`src/include/rv_macros.svh`:
```
`ifndef RV_MACROS_SVH
`define RV_MACROS_SVH

// --------------------------------------------------------------------------
// Datapath and memory sizes
// --------------------------------------------------------------------------
`define RV_XLEN        32
`define RV_REG_COUNT   32
`define RV_IMEM_DEPTH  64
`define RV_DMEM_DEPTH  64

// --------------------------------------------------------------------------
// Major opcodes, funct codes
// --------------------------------------------------------------------------
`define RV_OPC_RTYPE   7'b0110011
`define RV_OPC_ITYPE   7'b0010011
`define RV_OPC_LOAD    7'b0000011
`define RV_OPC_STORE   7'b0100011
`define RV_OPC_BRANCH  7'b1100011

// ADD, SUB and ADDI share funct3 000
`define RV_F3_ADD      3'b000
`define RV_F3_SLL      3'b001
`define RV_F3_WORD     3'b010
`define RV_F3_XOR      3'b100
`define RV_F3_OR       3'b110
`define RV_F3_AND      3'b111
`define RV_F3_BEQ      3'b000

`define RV_F7_BASE     7'b0000000
`define RV_F7_SUB      7'b0100000

// ADDI x0, x0, 0
`define RV_NOP         32'h0000_0013

`endif

```
`src/source/rv_pkg.sv`:
```
`include "rv_macros.svh"

package rv_pkg;

    // ----------------------------------------------------------------------
    // Widths with a meaning
    // ----------------------------------------------------------------------
    typedef logic [`RV_XLEN-1:0] word_t;                     // Data word or byte address
    typedef logic [$clog2(`RV_REG_COUNT)-1:0] reg_idx_t;     // Register number
    typedef logic [$clog2(`RV_IMEM_DEPTH)-1:0] imem_idx_t;   // Instruction word index
    typedef logic [$clog2(`RV_DMEM_DEPTH)-1:0] dmem_idx_t;   // Data word index

    // ----------------------------------------------------------------------
    // Execute-stage operations
    // ----------------------------------------------------------------------
    typedef enum logic [2:0] {
        alu_add,
        alu_sub,
        alu_and,
        alu_or,
        alu_xor,
        alu_sll
    } alu_op_t;

    // What main control tells the ALU decoder
    typedef enum logic [1:0] {
        class_addr,     // Loads, stores, and the idle value
        class_branch,   // Compare by subtraction
        class_func      // Look at funct3 and funct7
    } alu_class_t;

endpackage

```
`src/source/fetch_stage.sv`:
```
`include "rv_macros.svh"

module fetch_stage import rv_pkg::*; (
    input  logic      clk,
    input  logic      rst,
    input  logic      run,
    input  logic      load_valid,
    output logic      load_ready,
    input  imem_idx_t load_idx,
    input  word_t     load_data,
    input  logic      branch_taken,
    input  word_t     branch_target,
    output word_t     if_pc,
    output word_t     if_instr
);

    word_t     pc;
    word_t     pc_next;
    word_t     imem [`RV_IMEM_DEPTH];
    word_t     fetch_instr;
    imem_idx_t fetch_idx;
    logic      load_fire;

    // ----------------------------------------------------------------------
    // Program counter
    // ----------------------------------------------------------------------
    always_comb begin
        if (branch_taken) begin
            pc_next = branch_target;    // Redirect wins even while parked
        end else if (run) begin
            pc_next = pc + 32'd4;
        end else begin
            pc_next = pc;
        end
    end

    always_ff @(posedge clk or posedge rst) begin
        if (rst) begin
            pc <= '0;
        end else begin
            pc <= pc_next;
        end
    end

    // ----------------------------------------------------------------------
    // Instruction memory, filled over the load port
    // ----------------------------------------------------------------------
    assign load_ready = ~run;
    assign load_fire  = load_valid & load_ready;

    always_ff @(posedge clk or posedge rst) begin
        if (rst) begin
            for (int i = 0; i < `RV_IMEM_DEPTH; i++) begin
                imem[i] <= `RV_NOP;
            end
        end else if (load_fire) begin
            imem[load_idx] <= load_data;
        end
    end

    assign fetch_idx   = pc[$bits(imem_idx_t)+1:2];  // Word index
    assign fetch_instr = imem[fetch_idx];

    // IF/ID register, bubbles while parked
    always_ff @(posedge clk or posedge rst) begin
        if (rst) begin
            if_pc    <= '0;
            if_instr <= `RV_NOP;
        end else begin
            if_pc    <= pc;
            if_instr <= run ? fetch_instr : `RV_NOP;
        end
    end

endmodule

```
`config.mk`:
```
export PLATFORM = sky130hd
export DESIGN_NAME = fetch_stage
export DESIGN_NICKNAME = d
export VERILOG_FILES = /design/src/source/rv_pkg.sv /design/src/source/fetch_stage.sv
export VERILOG_INCLUDE_DIRS = /design/src /design/src/include
export SDC_FILE = /design/constraint.sdc
export NUM_CORES = 2
export LEC_CHECK = 0
export BUFFER_PORTS_ARGS = -buffer_cell sky130_fd_sc_hd__buf_2
export CELL_PAD_IN_SITES_DETAIL_PLACEMENT = 1
export CELL_PAD_IN_SITES_GLOBAL_PLACEMENT = 2
export CORE_UTILIZATION = 43
export DETAILED_ROUTE_END_ITERATION = 16
export GPL_TIMING_DRIVEN = 0
export PLACE_DENSITY_LB_ADDON = 0.2
export SKIP_LAST_GASP = 1
export SLEW_MARGIN = 5
export SYNTH_ARGS = -nofsm -noshare
export SYNTH_HDL_FRONTEND = slang
export SYNTH_SLANG_ARGS = --single-unit
```
`constraint.sdc`:
```
create_clock -name clk -period 73.9 [get_ports clk]
set_input_delay 11.085 -clock clk [delete_from_list [all_inputs] [get_ports clk]]
set_output_delay 11.085 -clock clk [all_outputs]
set_load 0.01 [all_outputs]
```
==> flow_metrics.env <==
export IMPL_run_status="finished with violations"
export IMPL_failing_checks="max-capacitance violations, max-slew violations"
export IMPL_grt_first_pass_wirelength_microns=524300
export IMPL_synthCells=6062
export IMPL_slew_headroom_pct=-1.908
export IMPL_die_height_microns=476.4
export IMPL_min_delay_worst_endpoint="if_pc[6]$_DFF_PP0_"
export IMPL_fp_dieArea_sq_mm=0.2269
export IMPL_fmaxAchievable_mhz=43.65
export IMPL_timing_max_cap_violations=2
export IMPL_criticalPathCategory="input port to primary output"
export IMPL_critPathMaxFanout=4
export IMPL_post_route_period_util_pct=31.00
export IMPL_cts_setup_buffers=0
export IMPL_cts_made_buffers=230
export IMPL_final_setup_tns_ps=0
export IMPL_firstDrtPassIters=7
export IMPL_netlist_area_sq_mm=0.09676
export IMPL_core_region_area_sq_mm=0.2230
export IMPL_r2r_end="if_instr[28]$_DFF_PP0_"
export IMPL_area_contributors_post_synth="dfrtp_1, mux2_2, mux4_2"
export IMPL_holdWs_ps=378.5
export IMPL_synth_net_count=6138
export IMPL_worst_hold_path_type="register to register"
export IMPL_cts_buffer_depth=3
export IMPL_cpPeakStageDelay_ps=380
export IMPL_largest_net_degree_at_the_start_of_global_routing=125
export IMPL_r2r_cells=9
export IMPL_layout_core_utilization_pct=49.16
export IMPL_final_area_sq_mm=0.1096
export IMPL_detailroute_via_count=59596
export IMPL_ctsHtreeMaxLevel=4
export IMPL_number_of_global_route_vias_before_repair=62262
export IMPL_synth_top_cells_by_count="mux2_2, dfrtp_1, mux4_2, clkbuf_1, dfstp_2"
export IMPL_post_synth_top_count_cell="mux2_2"
export IMPL_regToRegStartpoint="pc[3]$_DFFE_PP0N_"
export IMPL_power_density_mw_per_mm2=27.25
export IMPL_worst_tran_pin_value_ps=1529
export IMPL_detailed_place_hpwl_microns=269500
export IMPL_globalRoute_totalOverflow=0
export IMPL_detailedRoute_firstIterationViolations=5886
export IMPL_synth_edff_count=0
export IMPL_antenna_found_initial=43
export IMPL_placement_rows=173
export IMPL_min_from="pc[6]$_DFFE_PP0N_"
export IMPL_start_util_pct=43.40
export IMPL_synth_seq_area_share_pct=55.70
export IMPL_io_pins=140
export IMPL_critPathLaunchType="input port"
export IMPL_power_static_leakage_uw=0.05104
export IMPL_timing_critical_path_buf_inv=3
export IMPL_drv_slew=9
export IMPL_wirelength_microns=376900
export IMPL_clock_tree_from_tritoncts="done"
export IMPL_nNetsFinal=6508
export IMPL_wl_per_cell_microns=39.19
export IMPL_timing_critical_path_max_delay_family="buffers and inverters"
export IMPL_synth_seq_cells=2144
export IMPL_rsz_0062_raised_after_global_routing="false"
export IMPL_synth_top_flop_cell="dfrtp_1"
export IMPL_cts_clk_slew_worst_paths_ps=60
export IMPL_synthesis_yosys_warnings=0
export IMPL_cp_common_cell="buf_2"
export IMPL_root_buffer="clkbuf_16"
export IMPL_hold_path_cell_cnt=0
export IMPL_setup_worst_path_start="run"
export IMPL_design_power_total_uw=2987
export IMPL_antenna_left=0
export IMPL_cells_traversed_along_the_worst_timing_path="buf_2 -> inv_1 -> buf_2"
export IMPL_dieWidth_microns=476.4
export IMPL_worst_ir_drop_vdd_mv=0.02092
export IMPL_number_of_remaining_drc_errors=0
export IMPL_cts_hold_fix_buffers=0
export IMPL_post_route_minimum_period_ps=22910
export IMPL_detail_route_vias_per_cell=6.196
export IMPL_reg2reg_slack_ps=68810
export IMPL_gr_usage_total_pct=33.42
export IMPL_buffer_ports_inserted=104
export IMPL_synthToLayoutAreaGrowth_pct=13.27
export IMPL_cell_taking_the_most_area_after_synthesis="dfrtp_1"
export IMPL_detailed_place_area_sq_mm=0.1019
export IMPL_worst_skew_pair_late_latency_ps=900
export IMPL_critical_path_slowest_cell="inv_1"
export IMPL_arrival_ps=11820
export IMPL_avgSynthCellArea_sq_um=15.96
export IMPL_final_layout_size_suffix_gt1_share_pct=53.93
export IMPL_timing_hold_violations_final=0
export IMPL_post_cts_repair_resize_count=0
export IMPL_setup_viol=0
export IMPL_yosysUniqueCellTypes=59
export IMPL_critPathCaptureType="primary output"
export IMPL_clkSinkCount=2144
export IMPL_timing_clock_skew_ps=33.73
export IMPL_critical_path_required_ps=62810
export IMPL_gpl_final_weighted_congestion=0.9635
export IMPL_synth_async_reset_ratio_pct=100.0
export IMPL_synth_top_area_share_pct=50.41
-- metal layers --
| layer | global-route usage (%) | share of wire, % |
|---|---|---|
| met4 | 16.76 | 5.4 |
| met1 | 46.52 | 43 |
| met5 | 0.5252 | 0.059 |
| met2 | 49.36 | 45 |
| met3 | 7.290 | 7.1 |
-- cell usage in the layout (no fill, tap or decap), types with 22 or more instances in the layout --
master,count
mux2_4,55
dfrtp_1,1949
clkbuf_8,51
o21ai_0,71
clkinv_2,40
nand2_1,128
buf_2,250
nor2_1,73
diode_2,28
buf_16,23
xnor2_1,22
mux2i_1,79
nand3_1,24
clkbuf_2,23
mux4_2,537
mux2_2,2029
buf_6,25
clkbuf_1,333
o22ai_1,60
clkbuf_16,234
buf_1,103
dfstp_2,195
buf_4,39
-- cell families (layout without fill, tap and decap cells) --
family | count (synthesis) | in the layout | synth area share (%)
AND/OR/NAND/NOR | 318 | 318 | 1.597
adder cells (fa/ha/maj) | 1 | 1 | 0.01293
buffers and inverters | 621 | 1175 | 2.917
other | 0 | 28 | 0
AO/OA/AOI/OAI | 253 | 253 | 1.761
flip-flops | 2144 | 2144 | 55.70
multiplexers | 2700 | 2700 | 37.78
XOR/XNOR | 25 | 25 | 0.2263
-- through the flow --
step                      worst slack, ps  instances
final                               50990       9619
after global routing                50990       9600
after CTS                           50990       9591
after detailed placement            50990       9175
after global placement             -20220       9141
after floorplan                      2567       6062
-- cell type report --
cell class,instances,area (sq um)
Fill cell,21220,113400
Multi-Input combinational cell,3297,40040
Clock buffer,345,6783
Antenna cell,28,70.07
Buffer,609,2831
Sequential cell,2144,53900
Clock inverter,71,828.3
Tap cell,2975,3722
Inverter,12,52.55
Timing Repair Buffer,138,1374
-- where the power goes --
group / internal (uW) / switching [uW] / total (uW)
Combinational: 182 / 291 / 473
Clock: 682 / 502 / 1180
Sequential: 1280 / 51.5 / 1330
-- worst max-delay path by stage --
stage | endpoint | slack, ps | cells after the start
6_report | load_ready | 50990 | 3
5_1_grt | load_ready | 50990 | 3
4_1_cts | load_ready | 50990 | 3
3_5_place_dp | load_ready | 50990 | 3
3_3_place_gp | imem[1362]$_DFFE_PP0P_ | -20220 | 2
2_1_floorplan | if_instr[10]$_DFF_PP0_ | 2570 | 1
-- flip-flops by register name (all words and copies together) (netlist names) --
signal and flops:
if_instr 32, if_pc 32, imem 2048, pc 32
Power figures use the tool's default switching activity.
