## src/include/rv_macros.svh

```systemverilog
`ifndef RV_MACROS_SVH
`define RV_MACROS_SVH

// --------------------------------------------------------------------------
// Datapath and memory sizes
// --------------------------------------------------------------------------
`define RV_XLEN        32
`define RV_REG_COUNT   32
`define RV_IMEM_DEPTH  64
`define RV_DMEM_DEPTH  64

// --------------------------------------------------------------------------
// Major opcodes, funct codes
// --------------------------------------------------------------------------
`define RV_OPC_RTYPE   7'b0110011
`define RV_OPC_ITYPE   7'b0010011
`define RV_OPC_LOAD    7'b0000011
`define RV_OPC_STORE   7'b0100011
`define RV_OPC_BRANCH  7'b1100011

// ADD, SUB and ADDI share funct3 000
`define RV_F3_ADD      3'b000
`define RV_F3_SLL      3'b001
`define RV_F3_WORD     3'b010
`define RV_F3_XOR      3'b100
`define RV_F3_OR       3'b110
`define RV_F3_AND      3'b111
`define RV_F3_BEQ      3'b000

`define RV_F7_BASE     7'b0000000
`define RV_F7_SUB      7'b0100000

// ADDI x0, x0, 0
`define RV_NOP         32'h0000_0013

`endif

```

## src/source/rv_pkg.sv

```systemverilog
`include "rv_macros.svh"

package rv_pkg;

    // ----------------------------------------------------------------------
    // Widths with a meaning
    // ----------------------------------------------------------------------
    typedef logic [`RV_XLEN-1:0] word_t;                     // Data word or byte address
    typedef logic [$clog2(`RV_REG_COUNT)-1:0] reg_idx_t;     // Register number
    typedef logic [$clog2(`RV_IMEM_DEPTH)-1:0] imem_idx_t;   // Instruction word index
    typedef logic [$clog2(`RV_DMEM_DEPTH)-1:0] dmem_idx_t;   // Data word index

    // ----------------------------------------------------------------------
    // Execute-stage operations
    // ----------------------------------------------------------------------
    typedef enum logic [2:0] {
        alu_add,
        alu_sub,
        alu_and,
        alu_or,
        alu_xor,
        alu_sll
    } alu_op_t;

    // What main control tells the ALU decoder
    typedef enum logic [1:0] {
        class_addr,     // Loads, stores, and the idle value
        class_branch,   // Compare by subtraction
        class_func      // Look at funct3 and funct7
    } alu_class_t;

endpackage

```

## src/source/rv_if.sv

```systemverilog
// ID/EX register contents, decode to execute
interface dex_if import rv_pkg::*; ();
    logic       reg_write;
    logic       mem_read;
    logic       mem_write;
    logic       mem_to_reg;
    logic       alu_src;
    logic       branch;
    alu_class_t alu_class;
    word_t      pc;
    word_t      rs1_data;
    word_t      rs2_data;
    word_t      imm;
    reg_idx_t   rd;
    logic [2:0] funct3;
    logic [6:0] funct7;

    modport src (output reg_write, mem_read, mem_write, mem_to_reg, alu_src, branch,
                 alu_class, pc, rs1_data, rs2_data, imm, rd, funct3, funct7);
    modport dst (input  reg_write, mem_read, mem_write, mem_to_reg, alu_src, branch,
                 alu_class, pc, rs1_data, rs2_data, imm, rd, funct3, funct7);
endinterface


```

## src/source/decode_stage.sv

```systemverilog
`include "rv_macros.svh"

module decode_stage import rv_pkg::*; (
    input  logic     clk,
    input  logic     rst,
    input  word_t    if_pc,
    input  word_t    if_instr,
    input  logic     wb_en,
    input  reg_idx_t wb_rd,
    input  word_t    wb_data,
    dex_if.src       dex
);

    logic [6:0] opcode;
    logic [2:0] funct3;
    logic [6:0] funct7;
    reg_idx_t   rs1;
    reg_idx_t   rs2;
    reg_idx_t   rd;
    logic       reg_write;
    logic       mem_read;
    logic       mem_write;
    logic       mem_to_reg;
    logic       alu_src;
    logic       branch;
    alu_class_t alu_class;
    word_t      imm;
    word_t      rs1_data;
    word_t      rs2_data;
    word_t      regs [`RV_REG_COUNT];

    // Instruction fields
    assign opcode = if_instr[6:0];
    assign rd     = if_instr[11:7];
    assign funct3 = if_instr[14:12];
    assign rs1    = if_instr[19:15];
    assign rs2    = if_instr[24:20];
    assign funct7 = if_instr[31:25];

    // ----------------------------------------------------------------------
    // Main control
    // ----------------------------------------------------------------------
    always_comb begin
        reg_write  = 1'b0;
        mem_read   = 1'b0;
        mem_write  = 1'b0;
        mem_to_reg = 1'b0;
        alu_src    = 1'b0;
        branch     = 1'b0;
        alu_class  = class_addr;
        case (opcode)
            `RV_OPC_RTYPE: begin
                reg_write = 1'b1;
                alu_class = class_func;
            end
            `RV_OPC_ITYPE: begin
                if (funct3 == `RV_F3_ADD) begin  // ADDI only, rest is a bubble
                    reg_write = 1'b1;
                    alu_src   = 1'b1;
                    alu_class = class_func;
                end
            end
            `RV_OPC_LOAD: begin
                if (funct3 == `RV_F3_WORD) begin
                    reg_write  = 1'b1;
                    mem_read   = 1'b1;
                    mem_to_reg = 1'b1;
                    alu_src    = 1'b1;
                end
            end
            `RV_OPC_STORE: begin
                if (funct3 == `RV_F3_WORD) begin
                    mem_write = 1'b1;
                    alu_src   = 1'b1;
                end
            end
            `RV_OPC_BRANCH: begin
                if (funct3 == `RV_F3_BEQ) begin
                    branch    = 1'b1;
                    alu_class = class_branch;
                end
            end
            default: ;  // Unknown opcode, all control stays low
        endcase
    end

    // Sign-extended immediates
    always_comb begin
        case (opcode)
            `RV_OPC_ITYPE, `RV_OPC_LOAD:
                imm = {{20{if_instr[31]}}, if_instr[31:20]};
            `RV_OPC_STORE:
                imm = {{20{if_instr[31]}}, if_instr[31:25], if_instr[11:7]};
            `RV_OPC_BRANCH:
                imm = {{19{if_instr[31]}}, if_instr[31], if_instr[7],
                       if_instr[30:25], if_instr[11:8], 1'b0};
            default:
                imm = '0;
        endcase
    end

    // ----------------------------------------------------------------------
    // Register file
    // ----------------------------------------------------------------------
    always_ff @(posedge clk or posedge rst) begin
        if (rst) begin
            for (int i = 0; i < `RV_REG_COUNT; i++) begin
                regs[i] <= '0;
            end
        end else if (wb_en) begin
            regs[wb_rd] <= wb_data;     // x0 already filtered upstream
        end
    end

    // A write in this cycle is seen by the instruction being decoded
    assign rs1_data = (rs1 == '0) ? '0 :
                      (wb_en && wb_rd == rs1) ? wb_data : regs[rs1];
    assign rs2_data = (rs2 == '0) ? '0 :
                      (wb_en && wb_rd == rs2) ? wb_data : regs[rs2];

    // ID/EX register
    always_ff @(posedge clk or posedge rst) begin
        if (rst) begin
            dex.reg_write  <= 1'b0;
            dex.mem_read   <= 1'b0;
            dex.mem_write  <= 1'b0;
            dex.mem_to_reg <= 1'b0;
            dex.alu_src    <= 1'b0;
            dex.branch     <= 1'b0;
            dex.alu_class  <= class_addr;
        end else begin
            dex.reg_write  <= reg_write;
            dex.mem_read   <= mem_read;
            dex.mem_write  <= mem_write;
            dex.mem_to_reg <= mem_to_reg;
            dex.alu_src    <= alu_src;
            dex.branch     <= branch;
            dex.alu_class  <= alu_class;
        end
    end

    always_ff @(posedge clk) begin
        dex.pc       <= if_pc;
        dex.rs1_data <= rs1_data;
        dex.rs2_data <= rs2_data;
        dex.imm      <= imm;
        dex.rd       <= rd;
        dex.funct3   <= funct3;
        dex.funct7   <= funct7;
    end

endmodule

```

## src/flat_wrapper.sv

```systemverilog
// flat-port wrapper written by rule: the top's interface ports become plain ports
module decode_stage_flat import rv_pkg::*;
  (clk, rst, if_pc, if_instr, wb_en, wb_rd, wb_data, dex_reg_write, dex_mem_read, dex_mem_write, dex_mem_to_reg, dex_alu_src, dex_branch, dex_alu_class, dex_pc, dex_rs1_data, dex_rs2_data, dex_imm, dex_rd, dex_funct3, dex_funct7);
  dex_if dex_i ();
  input  logic clk;
  input  logic rst;
  input  word_t if_pc;
  input  word_t if_instr;
  input  logic wb_en;
  input  reg_idx_t wb_rd;
  input  word_t wb_data;
  output wire logic [$bits(dex_i.reg_write)-1:0] dex_reg_write;
  output wire logic [$bits(dex_i.mem_read)-1:0] dex_mem_read;
  output wire logic [$bits(dex_i.mem_write)-1:0] dex_mem_write;
  output wire logic [$bits(dex_i.mem_to_reg)-1:0] dex_mem_to_reg;
  output wire logic [$bits(dex_i.alu_src)-1:0] dex_alu_src;
  output wire logic [$bits(dex_i.branch)-1:0] dex_branch;
  output wire logic [$bits(dex_i.alu_class)-1:0] dex_alu_class;
  output wire logic [$bits(dex_i.pc)-1:0] dex_pc;
  output wire logic [$bits(dex_i.rs1_data)-1:0] dex_rs1_data;
  output wire logic [$bits(dex_i.rs2_data)-1:0] dex_rs2_data;
  output wire logic [$bits(dex_i.imm)-1:0] dex_imm;
  output wire logic [$bits(dex_i.rd)-1:0] dex_rd;
  output wire logic [$bits(dex_i.funct3)-1:0] dex_funct3;
  output wire logic [$bits(dex_i.funct7)-1:0] dex_funct7;
  assign dex_reg_write = dex_i.reg_write;
  assign dex_mem_read = dex_i.mem_read;
  assign dex_mem_write = dex_i.mem_write;
  assign dex_mem_to_reg = dex_i.mem_to_reg;
  assign dex_alu_src = dex_i.alu_src;
  assign dex_branch = dex_i.branch;
  assign dex_alu_class = dex_i.alu_class;
  assign dex_pc = dex_i.pc;
  assign dex_rs1_data = dex_i.rs1_data;
  assign dex_rs2_data = dex_i.rs2_data;
  assign dex_imm = dex_i.imm;
  assign dex_rd = dex_i.rd;
  assign dex_funct3 = dex_i.funct3;
  assign dex_funct7 = dex_i.funct7;
  decode_stage u_core (.clk(clk), .rst(rst), .if_pc(if_pc), .if_instr(if_instr), .wb_en(wb_en), .wb_rd(wb_rd), .wb_data(wb_data), .dex(dex_i));
endmodule
```

## config.mk

```make
export PLATFORM = sky130hd
export DESIGN_NAME = decode_stage_flat
export DESIGN_NICKNAME = d
export VERILOG_FILES = /design/src/source/rv_pkg.sv /design/src/source/rv_if.sv /design/src/source/decode_stage.sv /design/src/flat_wrapper.sv
export VERILOG_INCLUDE_DIRS = /design/src /design/src/include
export SDC_FILE = /design/constraint.sdc
export NUM_CORES = 2
export LEC_CHECK = 0
export BUFFER_PORTS_ARGS = -buffer_cell sky130_fd_sc_hd__buf_4
export CELL_PAD_IN_SITES_DETAIL_PLACEMENT = 1
export CELL_PAD_IN_SITES_GLOBAL_PLACEMENT = 1
export CORE_MARGIN = 2
export CORE_UTILIZATION = 49
export CTS_BUF_LIST = sky130_fd_sc_hd__clkbuf_8
export DETAILED_ROUTE_END_ITERATION = 6
export PLACE_DENSITY = 0.77
export SYNTH_ARGS = -nofsm -noshare
export SYNTH_HDL_FRONTEND = slang
export SYNTH_SLANG_ARGS = --single-unit
```

## constraint.sdc

```tcl
create_clock -name clk -period 35.4 [get_ports clk]
set_input_delay 7.08 -clock clk [delete_from_list [all_inputs] [get_ports clk]]
set_output_delay 7.08 -clock clk [all_outputs]
set_load 0.02 [all_outputs]
```

==> results.md <==
- Syn Nets: 3889
- Number of synthesized flops with an enable pin: 0
- Longest Clk Path Bufs: 3
- RSZ-0062 raised after global routing: no
- Ys Warns: 0
- Die area: 121400 um^2
- Leakage power: 0.02824 uW
- Worst-path fanout max: 80
- Final Hold Violating Endpoints: 0
- Dpl cells: 5237
- Critical Path RT: 36.22 ns
- Port bufs: 254
- Sequential share of the synthesized area: 48.64%
- Hold Buf Count CTS: 0
- Grt total ovfl: 0
- Global-route wire length before repair: 269800 um
- Async SR Flop Fraction: 89.26%
- Layout Cells excl Fill: 5614
- CP max stage cell: buf_4
- Fin crit period: 10.53 ns
- Setup repair bufs after CTS: 0
- Largest net degree at the start of global routing: 170
- Slowest stage delay, CP: 0.82 ns
- Critical path class: primary input to flop
- Synth Register Bits: 1155
- Count of cell types in the netlist: 48
- Mux cell area share after synthesis: 42.01%
- Final antenna-violating net count: 0
- Number of global-route vias before repair: 40.41k
- Synth Area in Compound Gates: 4.201%
- Drt drc: 0
- Synth area leaders: dfrtp_1 (44%), mux2_2 (21%), mux4_2 (20%)
- Slew Limit Fails: 0
- GP Congestion: 0.7743
- Cells along the critical path: buf_8 > buf_12 > buf_4 > buf_4 > mux4_2 > mux2_2 > nand2_1 > o211ai_1 > o2111a_1
- Synthesized area per cell: 15.36 um^2
- Initial antenna violation count: 9
- Die span in y: 348.5 um
- Clk slew on worst S/H paths: 0.06 ns
- Post-Synth Adder-Cell Area: 0%
- Initial DRC Count: 3209
- Total GRT Usage: 30.14%
- Yosys top cell by area: dfrtp_1
- Cts repair resizes: 0
- Max-cap viol count: 0
- Most used DFF post-synth: dfrtp_1
- Post-layout util: 55.28%
- Core region area: 117900 um^2
- Sw Share: 28.08%
- Seq pwr share: 46.5%
- Setup TNS: 0 ns
- Clk root buf: clkbuf_8
- Layout cell share with drive strength beyond 1: 56.46%
- TritonCTS buffer count: 197
- Routed length per instance: 32.20 um
- Net load switching power: 1056 uW
- Crit. End Element: flop
- Actual slew at the worst max-slew pin: 1.059 ns
- Worst vdd ir: 0.00004318 V
- CP most frequent cell: buf_4
- Via count: 37.40k
- Post-synth top area share: 44.37%
- IO Pins: 255
- Hpwl dp: 100700 um
- F_max: 94.96 MHz
- Max-slew headroom: 29.38%
- Std-Cell Rows: 126
- Mapped Area: 58140 um^2
- DRT Pass-1 Iters: 6
- Crit-path leading delay family: buffers and inverters
- Clk_lat worst skew: 0.93 ns
- Vias per cell: 6.662
- Fill cells: 11.02k
- H-tree Lvls: 4
- WP buf/inv: 4
- Area grow syn2layout: 12.12%
- Synth Area in Simple Gates: 1.646%
- Setup violators final: 0
- CP startpoint kind: primary input
- PwrDens: 57.70 nW/um^2
- Max Clock Skew: 0.03063 ns
- Final period util: 29.75%
- Clock sinks: 1155
- Total wire length: 180800 um
- Initial Utilization: 49.31%
- Die Wd: 348.5 um
- HP Class: flop to flop
- CP arrival: 11.35 ns
- Main combinational cell family by area after synthesis: multiplexers
- Synth Instances: 3785
- Fin nets: 4004
- CTS tree: built
- Logic gate share of total power: 19.8%
- Clk network pwr share: 33.7%
- Internal power: 2705 uW
- Status: complete, no violations
- Xor/xnor share of the synthesized area: 0.1506%
==> registers in the layout (all words and copies together) (netlist names) <==
name                  count
u_core.regs            1024
u_core.dex.pc            32
u_core.dex.rs1_data      32
u_core.dex.rs2_data      32
u_core.dex.imm           13
u_core.dex.funct7         7
u_core.dex.rd             5
u_core.dex.funct3         3
u_core.dex.alu_class      2
u_core.dex.alu_src        1
u_core.dex.branch         1
u_core.dex.mem_read       1
u_core.dex.mem_write      1
u_core.dex.reg_write      1
==> cell type report <==
| type | count | area [um^2] | area share, % |
|---|---|---|---|
| Tap cell | 1536 | 1922 | 2.948 |
| Multi-Input combinational cell | 2207 | 28130 | 43.15 |
| Inverter | 1 | 7.507 | 0.01152 |
| Timing Repair Buffer | 338 | 2644 | 4.055 |
| Antenna cell | 6 | 15.01 | 0.02303 |
| Clock buffer | 249 | 3427 | 5.257 |
| Sequential cell | 1155 | 28280 | 43.38 |
| Clock inverter | 122 | 760.7 | 1.167 |
==> cell usage in the layout, fill, tap and decap left out, types with 64 or more instances in the layout <==
master and instances:
buf_4 327, clkbuf_8 250, dfrtp_1 1031, dfxtp_1 124
inv_1 75, mux2_2 1086, mux2i_1 71, mux4_2 510
o21ai_0 64, o22ai_1 124
==> metal layers <==
metal	vias to the layer above	GRT usage (%)	part of all wire (%)
met5	-	0	0.033
met4	10	11.75	3.8
met3	383	5.793	6.5
met2	1456	49.74	49
met1	20603	39.57	41
li1	14950	-	-
==> per-stage QoR <==
| step | setup WS [ns] | area (um^2) | power (uW) | hold WS [ns] |
|---|---|---|---|---|
| after floorplan | 14.11 | 58150 | 2294 | 0.4910 |
| after global placement | 23.81 | 60990 | 2458 | 0.4994 |
| after detailed placement | 23.79 | 60990 | 2508 | 0.5112 |
| after CTS | 24.80 | 65180 | 3780 | 0.5246 |
| final | 24.87 | 65190 | 3762 | 0.5233 |
| after global routing | 24.48 | 65190 | 3922 | 0.5373 |
==> power by group through the flow <==
stage | clock [uW] | sequential, uW | combinational, uW
final | 1270 | 1750 | 744
after global routing | 1350 | 1780 | 796
after CTS | 1290 | 1740 | 749
after detailed placement | 0 | 1760 | 745
after global placement | 0 | 1740 | 719
after floorplan | 0 | 1720 | 576
==> cell families after synthesis <==
group           Yosys count
compound gates          332
xor+xnor                 10
buf+inv                 423
mux                    1667
flops                  1155
simple gates            198
==> synth_stat cells (4+ instances only) <==
cell type  number
a22o_1          4
nor3b_1         7
buf_1          74
xor2_1          8
clkbuf_1      209
nor4_1          4
dfrtp_1      1031
o2111a_1       36
nor3_1         30
a2111oi_0      11
o22ai_1       124
o211ai_1       36
nor2_1         52
and3_1          4
o21a_1         26
nand2b_1        6
nor2b_1         4
buf_4          47
a21oi_1         4
a2111oi_2      15
mux2i_1        71
and2_1         11
mux2_2       1086
nand2_1        61
mux4_2        510
or2_2           4
dfxtp_1       124
buf_2          79
o21ai_0        64
buf_6          11
nand3b_1        5
==> path summary, 6_finish.rpt <==
check / startpoint / to / slack [ns] / cells past startpoint
max: if_instr[20] / u_core.dex.rs2_data[3]$_SDFF_PN0_ / 24.87 / 9
min: u_core.regs[956]$_DFFE_PP0P_ / u_core.regs[956]$_DFFE_PP0P_ / 0.52 / 1
max reg2reg: u_core.regs[585]$_DFFE_PP0P_ / u_core.dex.rs1_data[9]$_SDFF_PN0_ / 33.49 / 4
min reg2reg: u_core.regs[956]$_DFFE_PP0P_ / u_core.regs[956]$_DFFE_PP0P_ / 0.52 / 1
max in group asynchronous: rst / u_core.regs[964]$_DFFE_PP0P_ / 25.77 / 6
min in group asynchronous: rst / u_core.regs[746]$_DFFE_PP0P_ / 6.34 / 2
==> worst reg2reg max path: cells and delay by family, from the launching register on <==
kind            cells  cell delay [ns]
flops               1             0.40
simple gates        1             0.10
compound gates      1             0.52
mux                 2             0.75
Note: power is estimated with default switching activity, not from simulation.
