**src/include/rv_macros.svh**
```systemverilog
`ifndef RV_MACROS_SVH
`define RV_MACROS_SVH

// --------------------------------------------------------------------------
// Datapath and memory sizes
// --------------------------------------------------------------------------
`define RV_XLEN        32
`define RV_REG_COUNT   32
`define RV_IMEM_DEPTH  64
`define RV_DMEM_DEPTH  64

// --------------------------------------------------------------------------
// Major opcodes, funct codes
// --------------------------------------------------------------------------
`define RV_OPC_RTYPE   7'b0110011
`define RV_OPC_ITYPE   7'b0010011
`define RV_OPC_LOAD    7'b0000011
`define RV_OPC_STORE   7'b0100011
`define RV_OPC_BRANCH  7'b1100011

// ADD, SUB and ADDI share funct3 000
`define RV_F3_ADD      3'b000
`define RV_F3_SLL      3'b001
`define RV_F3_WORD     3'b010
`define RV_F3_XOR      3'b100
`define RV_F3_OR       3'b110
`define RV_F3_AND      3'b111
`define RV_F3_BEQ      3'b000

`define RV_F7_BASE     7'b0000000
`define RV_F7_SUB      7'b0100000

// ADDI x0, x0, 0
`define RV_NOP         32'h0000_0013

`endif

```
**src/source/rv_pkg.sv**
```systemverilog
`include "rv_macros.svh"

package rv_pkg;

    // ----------------------------------------------------------------------
    // Widths with a meaning
    // ----------------------------------------------------------------------
    typedef logic [`RV_XLEN-1:0] word_t;                     // Data word or byte address
    typedef logic [$clog2(`RV_REG_COUNT)-1:0] reg_idx_t;     // Register number
    typedef logic [$clog2(`RV_IMEM_DEPTH)-1:0] imem_idx_t;   // Instruction word index
    typedef logic [$clog2(`RV_DMEM_DEPTH)-1:0] dmem_idx_t;   // Data word index

    // ----------------------------------------------------------------------
    // Execute-stage operations
    // ----------------------------------------------------------------------
    typedef enum logic [2:0] {
        alu_add,
        alu_sub,
        alu_and,
        alu_or,
        alu_xor,
        alu_sll
    } alu_op_t;

    // What main control tells the ALU decoder
    typedef enum logic [1:0] {
        class_addr,     // Loads, stores, and the idle value
        class_branch,   // Compare by subtraction
        class_func      // Look at funct3 and funct7
    } alu_class_t;

endpackage

```
**src/source/rv_if.sv**
```systemverilog
// ID/EX register contents, decode to execute
interface dex_if import rv_pkg::*; ();
    logic       reg_write;
    logic       mem_read;
    logic       mem_write;
    logic       mem_to_reg;
    logic       alu_src;
    logic       branch;
    alu_class_t alu_class;
    word_t      pc;
    word_t      rs1_data;
    word_t      rs2_data;
    word_t      imm;
    reg_idx_t   rd;
    logic [2:0] funct3;
    logic [6:0] funct7;

    modport src (output reg_write, mem_read, mem_write, mem_to_reg, alu_src, branch,
                 alu_class, pc, rs1_data, rs2_data, imm, rd, funct3, funct7);
    modport dst (input  reg_write, mem_read, mem_write, mem_to_reg, alu_src, branch,
                 alu_class, pc, rs1_data, rs2_data, imm, rd, funct3, funct7);
endinterface

// EX/MEM register contents, execute to memory
interface dmem_if import rv_pkg::*; ();
    logic     reg_write;
    logic     mem_read;
    logic     mem_write;
    logic     mem_to_reg;
    logic     branch;
    logic     zero;
    word_t    alu_result;
    word_t    store_data;
    word_t    branch_target;
    reg_idx_t rd;

    modport src (output reg_write, mem_read, mem_write, mem_to_reg, branch, zero,
                 alu_result, store_data, branch_target, rd);
    modport dst (input  reg_write, mem_read, mem_write, mem_to_reg, branch, zero,
                 alu_result, store_data, branch_target, rd);
endinterface

```
**src/source/execute_stage.sv**
```systemverilog
`include "rv_macros.svh"

module execute_stage import rv_pkg::*; (
    input logic clk,
    input logic rst,
    dex_if.dst  dex,
    dmem_if.src exm
);

    alu_op_t alu_op;
    word_t   op_b;
    word_t   alu_result;
    logic    zero;
    word_t   branch_target;

    // ----------------------------------------------------------------------
    // ALU control
    // ----------------------------------------------------------------------
    always_comb begin
        alu_op = alu_add;
        case (dex.alu_class)
            class_addr:   alu_op = alu_add;     // Load/store address
            class_branch: alu_op = alu_sub;     // BEQ compare
            class_func: begin
                if (dex.alu_src) begin
                    // I-type reaches here only as ADDI
                    if (dex.funct3 == `RV_F3_ADD) begin
                        alu_op = alu_add;
                    end
                end else begin
                    case ({dex.funct7, dex.funct3})
                        {`RV_F7_BASE, `RV_F3_ADD}: alu_op = alu_add;
                        {`RV_F7_SUB,  `RV_F3_ADD}: alu_op = alu_sub;
                        {`RV_F7_BASE, `RV_F3_AND}: alu_op = alu_and;
                        {`RV_F7_BASE, `RV_F3_OR}:  alu_op = alu_or;
                        {`RV_F7_BASE, `RV_F3_XOR}: alu_op = alu_xor;
                        {`RV_F7_BASE, `RV_F3_SLL}: alu_op = alu_sll;
                        default:                   alu_op = alu_add;
                    endcase
                end
            end
            default: alu_op = alu_add;
        endcase
    end

    // ALU and branch target
    assign op_b = dex.alu_src ? dex.imm : dex.rs2_data;

    always_comb begin
        case (alu_op)
            alu_add: alu_result = dex.rs1_data + op_b;
            alu_sub: alu_result = dex.rs1_data - op_b;
            alu_and: alu_result = dex.rs1_data & op_b;
            alu_or:  alu_result = dex.rs1_data | op_b;
            alu_xor: alu_result = dex.rs1_data ^ op_b;
            alu_sll: alu_result = dex.rs1_data << op_b[$clog2(`RV_XLEN)-1:0];
            default: alu_result = '0;
        endcase
    end

    assign zero          = (alu_result == '0);
    assign branch_target = dex.pc + dex.imm;    // PC of the BEQ itself

    // ----------------------------------------------------------------------
    // EX/MEM register
    // ----------------------------------------------------------------------
    always_ff @(posedge clk or posedge rst) begin
        if (rst) begin
            exm.reg_write  <= 1'b0;
            exm.mem_read   <= 1'b0;
            exm.mem_write  <= 1'b0;
            exm.mem_to_reg <= 1'b0;
            exm.branch     <= 1'b0;
            exm.zero       <= 1'b0;
        end else begin
            exm.reg_write  <= dex.reg_write;
            exm.mem_read   <= dex.mem_read;
            exm.mem_write  <= dex.mem_write;
            exm.mem_to_reg <= dex.mem_to_reg;
            exm.branch     <= dex.branch;
            exm.zero       <= zero;
        end
    end

    always_ff @(posedge clk) begin
        exm.alu_result    <= alu_result;
        exm.store_data    <= dex.rs2_data;
        exm.branch_target <= branch_target;
        exm.rd            <= dex.rd;
    end

endmodule

```
**src/flat_wrapper.sv**
```systemverilog
// flat-port wrapper written by rule: the top's interface ports become plain ports
module execute_stage_flat import rv_pkg::*;
  (clk, rst, dex_reg_write, dex_mem_read, dex_mem_write, dex_mem_to_reg, dex_alu_src, dex_branch, dex_alu_class, dex_pc, dex_rs1_data, dex_rs2_data, dex_imm, dex_rd, dex_funct3, dex_funct7, exm_reg_write, exm_mem_read, exm_mem_write, exm_mem_to_reg, exm_branch, exm_zero, exm_alu_result, exm_store_data, exm_branch_target, exm_rd);
  dex_if dex_i ();
  dmem_if exm_i ();
  input logic clk;
  input logic rst;
  input wire logic [$bits(dex_i.reg_write)-1:0] dex_reg_write;
  input wire logic [$bits(dex_i.mem_read)-1:0] dex_mem_read;
  input wire logic [$bits(dex_i.mem_write)-1:0] dex_mem_write;
  input wire logic [$bits(dex_i.mem_to_reg)-1:0] dex_mem_to_reg;
  input wire logic [$bits(dex_i.alu_src)-1:0] dex_alu_src;
  input wire logic [$bits(dex_i.branch)-1:0] dex_branch;
  input wire logic [$bits(dex_i.alu_class)-1:0] dex_alu_class;
  input wire logic [$bits(dex_i.pc)-1:0] dex_pc;
  input wire logic [$bits(dex_i.rs1_data)-1:0] dex_rs1_data;
  input wire logic [$bits(dex_i.rs2_data)-1:0] dex_rs2_data;
  input wire logic [$bits(dex_i.imm)-1:0] dex_imm;
  input wire logic [$bits(dex_i.rd)-1:0] dex_rd;
  input wire logic [$bits(dex_i.funct3)-1:0] dex_funct3;
  input wire logic [$bits(dex_i.funct7)-1:0] dex_funct7;
  output wire logic [$bits(exm_i.reg_write)-1:0] exm_reg_write;
  output wire logic [$bits(exm_i.mem_read)-1:0] exm_mem_read;
  output wire logic [$bits(exm_i.mem_write)-1:0] exm_mem_write;
  output wire logic [$bits(exm_i.mem_to_reg)-1:0] exm_mem_to_reg;
  output wire logic [$bits(exm_i.branch)-1:0] exm_branch;
  output wire logic [$bits(exm_i.zero)-1:0] exm_zero;
  output wire logic [$bits(exm_i.alu_result)-1:0] exm_alu_result;
  output wire logic [$bits(exm_i.store_data)-1:0] exm_store_data;
  output wire logic [$bits(exm_i.branch_target)-1:0] exm_branch_target;
  output wire logic [$bits(exm_i.rd)-1:0] exm_rd;
  assign dex_i.reg_write = dex_reg_write;
  assign dex_i.mem_read = dex_mem_read;
  assign dex_i.mem_write = dex_mem_write;
  assign dex_i.mem_to_reg = dex_mem_to_reg;
  assign dex_i.alu_src = dex_alu_src;
  assign dex_i.branch = dex_branch;
  assign dex_i.alu_class = dex_alu_class;
  assign dex_i.pc = dex_pc;
  assign dex_i.rs1_data = dex_rs1_data;
  assign dex_i.rs2_data = dex_rs2_data;
  assign dex_i.imm = dex_imm;
  assign dex_i.rd = dex_rd;
  assign dex_i.funct3 = dex_funct3;
  assign dex_i.funct7 = dex_funct7;
  assign exm_reg_write = exm_i.reg_write;
  assign exm_mem_read = exm_i.mem_read;
  assign exm_mem_write = exm_i.mem_write;
  assign exm_mem_to_reg = exm_i.mem_to_reg;
  assign exm_branch = exm_i.branch;
  assign exm_zero = exm_i.zero;
  assign exm_alu_result = exm_i.alu_result;
  assign exm_store_data = exm_i.store_data;
  assign exm_branch_target = exm_i.branch_target;
  assign exm_rd = exm_i.rd;
  execute_stage u_core (.clk(clk), .rst(rst), .dex(dex_i), .exm(exm_i));
endmodule
```
**config.mk**
```make
export PLATFORM = sky130hd
export DESIGN_NAME = execute_stage_flat
export DESIGN_NICKNAME = d
export VERILOG_FILES = /design/src/source/rv_pkg.sv /design/src/source/rv_if.sv /design/src/source/execute_stage.sv /design/src/flat_wrapper.sv
export VERILOG_INCLUDE_DIRS = /design/src /design/src/include
export SDC_FILE = /design/constraint.sdc
export NUM_CORES = 1
export LEC_CHECK = 0
export ABC_AREA = 1
export BUFFER_PORTS_ARGS = -buffer_cell sky130_fd_sc_hd__buf_2
export CAP_MARGIN = 25
export CORE_MARGIN = 8
export CORE_UTILIZATION = 23
export CTS_BUF_LIST = sky130_fd_sc_hd__clkbuf_4 sky130_fd_sc_hd__clkbuf_8
export DETAILED_ROUTE_END_ITERATION = 7
export PLACE_DENSITY = 0.48
export SLEW_MARGIN = 10
export SYNTH_ARGS = -nofsm -noshare
export SYNTH_HDL_FRONTEND = slang
export SYNTH_SLANG_ARGS = --single-unit
```
**constraint.sdc**
```tcl
create_clock -name clk -period 1.2 [get_ports clk]
set_clock_uncertainty 0.1 [all_clocks]
set_input_delay 0.18 -clock clk [delete_from_list [all_inputs] [get_ports clk]]
set_output_delay 0.18 -clock clk [all_outputs]
set_load 0.01 [all_outputs]
```
==> metrics, run 1 <==
Die Y 238 um; fin area 21500 um^2; Clock Sinks 107; post-synth top area cell dfxtp_1; routed wire length 62900 um; Internal 11.4 mW; register area share after synthesis 19.2%; clock buffer depth 2; die span in x 238 um; CTS tree yes; Initial Util 23.2%; Crit. End Element register; CTS root buf clkbuf_8; Area contributors post-synth dfxtp_1, nand2_1, ha_1; biggest regs u_core.exm.alu_result (32), u_core.exm.branch_target (32), u_core.exm.store_data (32); vias in the first global route 15600; CP max FO 5; area share of the largest cell type after synthesis 17.8%; PwrDens 936 nW/um^2; Final Non-Filler Cells 3339; Tcrit/Tclk final 298%; Worst path top cell family by delay simple AND/OR/NAND/NOR gates; CP max stage delay 0.31 ns; share of post-route cells with drive strength above 1 51.0%; most frequent CP cell nor2_1; Avg Inst Size Synth 6.13 um^2; synth unique cells 49; WP data arrival 3.87 ns; IO Port Bufs 259; first-pass GRT wire length 91200 um; crit start category input port; H-tree Lvls 3; initial antenna violation count 4; Mapped Area 11300 um^2; gp weighted congestion 0.997; Final Hold Viols 0; Synth Flop Type dfxtp_1; Power, Total 20.1 mW; Post-synth EDFFs 0; Switching Fraction 43.5%; I/O pins 260; Remaining Overflow, GRT 0; Post-DP Area 17100 um^2; Die ar. 56600 um^2; Least-Margin Pin Slew 0.559 ns; Yosys warning total 0; slowest stage cell, crit path ha_1; WHS 0.0380 ns; Worst Path Buf+Inv 4; Final min period 3.58 ns; largest net degree at the start of global routing 43; Routed Antenna Nets 0; Achievable Freq 279 MHz; post-DR wirelength/cell 18.8 um; Mapped Cells 1849; Final Setup Violations 118; violated checks setup timing; DRT iter0 DRCs 1056; Peak VDD IR 0.645 mV; Clk pin slew, worst setup/hold paths 0.12 ns; status finished with violations; Layout fillers 5011; Tightest Hold Check Type in -> reg; combinational fraction of design power 65.1%; Synth Register Bits 107; Nets 2953; MaxCap Viol Count 0; WS Path Type in -> reg; setup_tns -67.03 ns; Synth Net Count 2135; P&R area growth vs syn 89.8%; Place WS -3.10 ns; critical path data required time 1.49 ns; ys async rst share 5.61%; Site Rows 81; CTS Buf Count 9; cell leakage power 10.8 nW; Vias/cell 4.65; final number of max-transition violations 0; DRC 0; Total GRT Usage 21.1%; Detail Placement HPWL 51300 um; Psw 8.76 mW; fin util 44.1%; setup ws final -2.38 ns; Cells after DPL 3174; Clk pwr share 12.6%; unrepaired setup endpoints after global routing true; DRT Pass-1 Iters 5; Max-slew headroom 62.7%; core area 48700 um^2; Flop pwr share 22.3%; via count 15500
## power by group through the flow
| stage | logic, mW | clock network (mW) | registers, mW |
|---|---|---|---|
| after floorplan | 4.30 | 0 | 4.82 |
| after global placement | 9.67 | 0 | 4.45 |
| after detailed placement | 9.66 | 0 | 4.46 |
| after CTS | 11.2 | 2.69 | 4.42 |
| after global routing | 14.0 | 2.78 | 4.54 |
| final | 13.1 | 2.54 | 4.48 |
## synthesized netlist by cell type (2+ instances only)
cell type    n
a21boi_0     3
a21o_1       5
a21oi_1     78
a31oi_1      7
and2_1       2
buf_2       23
buf_4        7
buf_6        5
clkbuf_1    11
dfrtp_1      6
dfxtp_1    101
fa_1         2
ha_1       131
inv_1      215
inv_2       15
nand2_1    518
nand2_2      7
nand2_4      3
nand3_1    209
nand3b_1    16
nand4_1     41
nor2_1     216
nor2_2       5
nor2_4       3
nor3_1      10
nor3b_1      2
nor4_1       4
o211ai_1     7
o21a_1       6
o21ai_0     78
o21ai_1     23
o21ai_2     10
o21ai_4      2
o21bai_1     3
xnor2_1     11
xor2_1      51
## worst min-delay path: cells and delay by family
kind       cells  cell delay (ns)
fa+ha+maj      1             0.13
buf+inv        2             0.20
xor+xnor       1             0.07
## logic make-up after synthesis
logic type	count (synthesis)	synth area share, %
xor gates and xnor gates	62	4.79
DFF	107	19.2
buffers and inverters	279	10.2
adders and majority gates	133	14.8
AOI/OAI and AO/OA	228	11.5
and+or+nand+nor	1040	39.5
## routing by layer
metal	part of all wire [%]	GRT usage (%)	vias up	routed length, um
li1	-	-	7647	-
met2	49	36.1	435	31000
met3	4.8	3.33	89	3000
met1	43	26.0	7350	26800
met5	0	0	-	0
met4	3.3	8.76	0	2100
## worst paths after layout
kind	end	slack, ns	depth (start not counted)	from
min in group asynchronous	u_core.exm.mem_write$_DFF_PP0_	0.07	3	rst
max	u_core.exm.zero$_DFF_PP0_	-2.38	28	dex_alu_src
min	u_core.exm.branch_target[25]$_DFF_P_	0.04	4	dex_pc[25]
max in group asynchronous	u_core.exm.zero$_DFF_PP0_	0.73	3	rst
## layout by cell type, fill, tap and decap left out, types with 9 or more instances in the layout
cell           count
a21oi_1           23
a21oi_2           36
a21oi_4           20
buf_12            12
buf_2            217
buf_4            473
buf_6             98
clkbuf_8          10
dfxtp_1           69
dfxtp_2           32
dlygate4sd3_1     48
ha_1              91
ha_4              36
inv_1            175
inv_2             48
nand2_1          398
nand2_2           86
nand2_4           40
nand3_1          165
nand3_2           35
nand3_4            9
nand3b_1          16
nand4_1           41
nor2_1           148
nor2_2            31
nor2_4            45
o21ai_0           27
o21ai_1           29
o21ai_2           40
o21ai_4           17
xnor2_1            9
xor2_1            34
xor2_2            12
## repair_timing
action | in CTS | in global routing
cloned | 3 | 0
buffers inserted | 54 | 64
pin swaps | 112 | 204
gates resized for setup | 311 | 384
hold buffers | 48 | 0
endpoints found under the hold margin | 54 | 0
setup endpoints to repair | 164 | 166
## cell type report
class	count	area (um^2)	share of cell area, %
Clock buffer	10	138	0.640
Inverter	231	905	4.20
Timing Repair Buffer	855	6610	30.7
Clock inverter	6	62.6	0.291
Sequential cell	107	2210	10.3
Multi-Input combinational cell	1463	10700	49.9
Antenna cell	3	7.51	0.0349
Tap cell	664	831	3.86
Note: power is estimated with default switching activity, not from simulation.
==> run 2: changes to the inputs <==
Settings changed: ABC_AREA 1 to default, GPL_ROUTABILITY_DRIVEN from default to 0, GPL_TIMING_DRIVEN from default to 0.
==> metrics, run 2 <==
Die ar. 50600 um^2; Final min period 4.95 ns; Vias/cell 5.09; Mapped Area 10000 um^2; P&R area growth vs syn 68.1%; biggest regs u_core.exm.alu_result (32), u_core.exm.branch_target (32), u_core.exm.store_data (32); IO Port Bufs 259; MaxCap Viol Count 0; core area 43100 um^2; unrepaired setup endpoints after global routing true; Cells after DPL 2030; DRT Pass-1 Iters 6; share of post-route cells with drive strength above 1 46.8%; top cells by count, synth ha_1, dfxtp_1, nand2_1, inv_1, nor2_1; Tcrit/Tclk final 413%; PwrDens 1040 nW/um^2; Peak VDD IR 0.688 mV; fin util 39.2%; post-DR wirelength/cell 21.7 um; Nets 1953; GR Layer Usage met1 22.4%; H-tree Lvls 3; Mapped Cells 1186; Clock Sinks 107; via count 11500; CTS root buf clkbuf_8; met3 Use GR 4.76%; largest net degree at the start of global routing 21; Final Setup Violations 86; Crit. End Element register; Routed Antenna Nets 0; I/O pins 260; WS Path Type in -> reg; Post-synth EDFFs 0; setup ws final -3.75 ns; routed wire length 48900 um; CTS Buf Count 9; Crit. Startpoint dex_alu_class[1]; CP max FO 5; vias in the first global route 11700; initial antenna violation count 2; Final Non-Filler Cells 2259; layer carrying the most global-route usage met2; Clk pin slew, worst setup/hold paths 0.12 ns; hold wc startpoint dex_pc[1]; crit start category input port; Tightest Hold Check Type in -> reg; commonest non-fill, non-tap cells in the layout buf_2, ha_1, buf_6, buf_4, nand2_1; Synth Net Count 1472; Avg Inst Size Synth 8.47 um^2; Max-slew headroom 34.2%; Remaining Overflow, GRT 0; Synth Flop Type dfxtp_1; Site Rows 76; DRT iter0 DRCs 747; area share of the largest cell type after synthesis 20.1%; status finished with violations; DRC 0; Yosys warning total 0; most common cell after layout, fill and taps aside buf_2; first-pass GRT wire length 71200 um; Least-Margin Pin Slew 0.987 ns; CTS tree yes; cell leakage power 7.36 nW; clock buffer depth 2; Final Hold Viols 0; ys async rst share 5.61%; synth unique cells 84; Detail Placement HPWL 37700 um; Initial Util 23.3%; Power, Total 17.6 mW; violated checks setup timing; Die Y 225 um; register area share after synthesis 21.6%; Total GRT Usage 18.5%; WP data arrival 5.21 ns; met2 GRT Util 31.0%; most frequent cell after synthesis ha_1; critical path data required time 1.46 ns; final number of max-transition violations 0; die span in x 225 um; Synth Register Bits 107; post-synth top area cell dfxtp_1; Area contributors post-synth dfxtp_1, ha_1, xnor2_1; Achievable Freq 202 MHz
-- run 2: cell count changes in the layout (fill, tap and decap cells not counted), sizes merged, moves of 38 or more --
cell / previous run / this run
nor2: 224 / 80
inv: 235 / 88
xnor2: 11 / 65
o21ai: 113 / 75
mux2i: 0 / 54
nand2: 528 / 97
buf: 805 / 406
nand3: 209 / 38
-- run 2: per-layer routing --
layer / routed length (um) / up-vias
li1: - / 5361
met1: 20000 / 5568
met2: 23500 / 474
met4: 1860 / 2
met5: 13 / -
met3: 3560 / 100
-- run 2: cell type report --
type	count	area [um^2]
Tap cell	585	732
Sequential cell	107	2230
Timing Repair Buffer	473	3740
Clock buffer	9	124
Inverter	87	344
Clock inverter	7	93.8
Buffer	38	368
Fill cell	4316	26200
Multi-Input combinational cell	951	9250
Antenna cell	2	5.00
-- run 2: kinds of logic (layout without fill, tap and decap cells) --
| group | Yosys count | in the layout | share of synthesized area, % |
|---|---|---|---|
| simple gates | 328 | 328 | 15.9 |
| compound gates | 326 | 326 | 21.7 |
| fa+ha+maj | 133 | 133 | 16.7 |
| buf+inv | 128 | 614 | 5.11 |
| flops | 107 | 107 | 21.6 |
| mux | 85 | 85 | 12.0 |
| xor+xnor | 79 | 79 | 6.89 |
| other cells | 0 | 2 | 0 |
-- run 2: through the flow --
stage	setup TNS [ns]	worst slack, ns	cell area (um^2)	hold slack, ns
detailed placement	-157.28	-5.51	12500	-0.00415
finish	-99.77	-3.75	16900	0.0459
CTS	-98.74	-3.65	15900	-0.0123
floorplan	-100.54	-3.64	10500	-0.129
global route	-108.32	-3.88	16900	0.0261
global placement	-156.95	-5.57	12500	-0.00543
-- run 2: worst max-delay path, cell delays in order --
cell and delay (ns):
buf_6 0.10, ha_4 0.23, or3b_4 0.40, nor3_4 0.19
nand2b_4 0.09, clkbuf_16 0.16, buf_12 0.13, nand2_8 0.10
clkbuf_16 0.17, buf_6 0.10, buf_8 0.10, buf_12 0.10
o31ai_4 0.06, xnor2_2 0.31, ha_1 0.33, a21oi_2 0.19
nand2_2 0.09, or3_4 0.34, buf_4 0.15, o22ai_4 0.16
or3_1 0.16, nand3_2 0.09, or4_1 0.58, nor4_4 0.35
nand3b_1 0.17, nor4_2 0.16
-- run 2: worst paths after layout --
| path | endpoint | slack, ns | cells after the start |
|---|---|---|---|
| setup / recovery | u_core.exm.zero$_DFF_PP0_ | -3.75 | 26 |
| hold / removal | u_core.exm.branch_target[1]$_DFF_P_ | 0.05 | 4 |
| max in group asynchronous | u_core.exm.branch$_DFF_PP0_ | 0.74 | 3 |
| min in group asynchronous | u_core.exm.zero$_DFF_PP0_ | 0.07 | 3 |
-- run 2: power by group --
part	switching, mW	leakage (nW)	total (mW)	internal [mW]
logic	5.24	6.33	10.4	5.14
clock network	1.60	0.107	2.62	1.02
registers	0.264	0.925	4.63	4.37
total	7.11	7.36	17.6	10.5
-- run 2: what timing repair did --
item	4_1_cts	5_1_grt
cloned	1	0
pin swaps	82	69
resized for setup	327	168
hold buffers	77	0
buffers inserted	106	41
endpoints found under the setup margin	166	166
endpoints found under the hold margin	77	0
==> run 3: changes to the inputs <==
==> constraint.sdc (replaced) <==
create_clock -name clk -period 1.2 [get_ports clk]
set_clock_uncertainty 0.1 [all_clocks]
set_input_delay 0.12 -clock clk [delete_from_list [all_inputs] [get_ports clk]]
set_output_delay 0.12 -clock clk [all_outputs]
set_load 0.01 [all_outputs]
==> metrics, run 3 (synthesis gave the netlist of run 2 again) <==
Worst Path Buf+Inv 7; most common cell after layout, fill and taps aside buf_2; Least-Margin Pin Slew 0.957 ns; slowest stage cell, crit path or4_4; Final Hold Viols 1; core area 43100 um^2; Tightest Hold Check Type in -> reg; largest net degree at the start of global routing 21; cell leakage power 7.37 nW; DRT Pass-1 Iters 5; Routed Antenna Nets 0; post-DR wirelength/cell 21.6 um; setup_tns -96.08 ns; Worst path top cell family by delay simple AND/OR/NAND/NOR gates; Cells after DPL 2030; CTS root buf clkbuf_8; DRC 0; Achievable Freq 204 MHz; via count 11500; CP max FO 5; CTS tree yes; Clk pin slew, worst setup/hold paths 0.12 ns; Die ar. 50600 um^2; setup ws final -3.71 ns; crit start category input port; share of post-route cells with drive strength above 1 45.6%; initial antenna violation count 2; fin util 39.2%; first-pass GRT wire length 71700 um; Clock Sinks 107; commonest non-fill, non-tap cells in the layout buf_2, ha_1, buf_4, dlygate4sd3_1, nand2_1; routed wire length 49100 um; die span in x 225 um; DRT iter0 DRCs 811; clock buffer depth 2; Die Y 225 um; Final min period 4.91 ns; vias in the first global route 11800; Initial Util 23.3%; Tcrit/Tclk final 409%; violated checks hold timing, setup timing; MaxCap Viol Count 0; critical path data required time 1.46 ns; CP max stage delay 0.57 ns; CTS Buf Count 9; Detail Placement HPWL 37700 um; Vias/cell 5.08; Final Non-Filler Cells 2270; WHS -0.0136 ns; PwrDens 1040 nW/um^2; Final Setup Violations 59; Total GRT Usage 18.6%; status finished with violations; Peak VDD IR 0.731 mV; unrepaired setup endpoints after global routing true; I/O pins 260; P&R area growth vs syn 68.1%; Crit. End Element register; Site Rows 76; WP data arrival 5.17 ns; biggest regs u_core.exm.alu_result (32), u_core.exm.branch_target (32), u_core.exm.store_data (32); H-tree Lvls 3; Max-slew headroom 36.2%; final number of max-transition violations 0; Crit. Startpoint dex_alu_class[1]; Remaining Overflow, GRT 0; CTS Hold Buffers Added 91; WS Path Type in -> reg; crit path capture u_core.exm.zero$_DFF_PP0_; Nets 1964; IO Port Bufs 259; total stage count of the critical path 26
-- run 3: changes by cell type in the layout (fill, tap and decap cells not counted), sizes merged --
cell         before  now
dlygate4sd3      77   90
buf             406  404
-- run 3: power breakdown --
group	leakage (nW)	internal (mW)	switching [mW]
Clock	0.107	1.02	1.59
Combinational	6.34	5.06	5.24
Sequential	0.925	4.35	0.242
Total	7.37	10.4	7.07
-- run 3: stage by stage --
stage	total power [mW]	setup WS [ns]	cell area, um^2	hold WS, ns
floorplan	9.05	-3.58	10500	-0.189
global placement	11.7	-5.51	12500	-0.0654
detailed placement	11.7	-5.45	12500	-0.0641
CTS	16.6	-3.59	16000	-0.0243
global route	18.6	-3.82	16900	-0.0339
finish	17.5	-3.71	16900	-0.0136
-- run 3: worst min path at each step --
| stage | startpoint | endpoint | cells past startpoint |
|---|---|---|---|
| after detailed placement | rst | u_core.exm.mem_write$_DFF_PP0_ | 2 |
| after CTS | dex_pc[21] | u_core.exm.branch_target[22]$_DFF_P_ | 5 |
| final | dex_pc[1] | u_core.exm.branch_target[1]$_DFF_P_ | 4 |
| after global routing | dex_pc[1] | u_core.exm.branch_target[1]$_DFF_P_ | 4 |
| after global placement | rst | u_core.exm.mem_write$_DFF_PP0_ | 2 |
| after floorplan | rst | u_core.exm.branch$_DFF_PP0_ | 1 |
-- run 3: final cells by class --
| class | instances | area [um^2] |
|---|---|---|
| diodes | 2 | 5.00 |
| plain buffers | 38 | 368 |
| clock buffers | 9 | 124 |
| clock inverters | 7 | 93.8 |
| fillers | 4309 | 26200 |
| inverters | 87 | 344 |
| multi-input cells | 951 | 9230 |
| flip-flops and latches | 107 | 2220 |
| well taps | 585 | 732 |
| repair buffers | 484 | 3770 |
-- run 3: repair_timing --
action                     in CTS  in global routing
setup endpoints to repair     106                110
hold endpoints to repair       79                  1
pin swaps                      82                 75
resized for setup             312                154
cloned                          1                  0
setup buffers                 106                 40
-- run 3: metal layers --
metal / GRT usage [%] / up-vias / wire (um)
li1: - / 5395 / -
met1: 22.6 / 5588 / 20000
met2: 31.2 / 460 / 23600
met3: 4.76 / 93 / 3640
met4: 7.53 / 2 / 1840
met5: 0 / - / 13
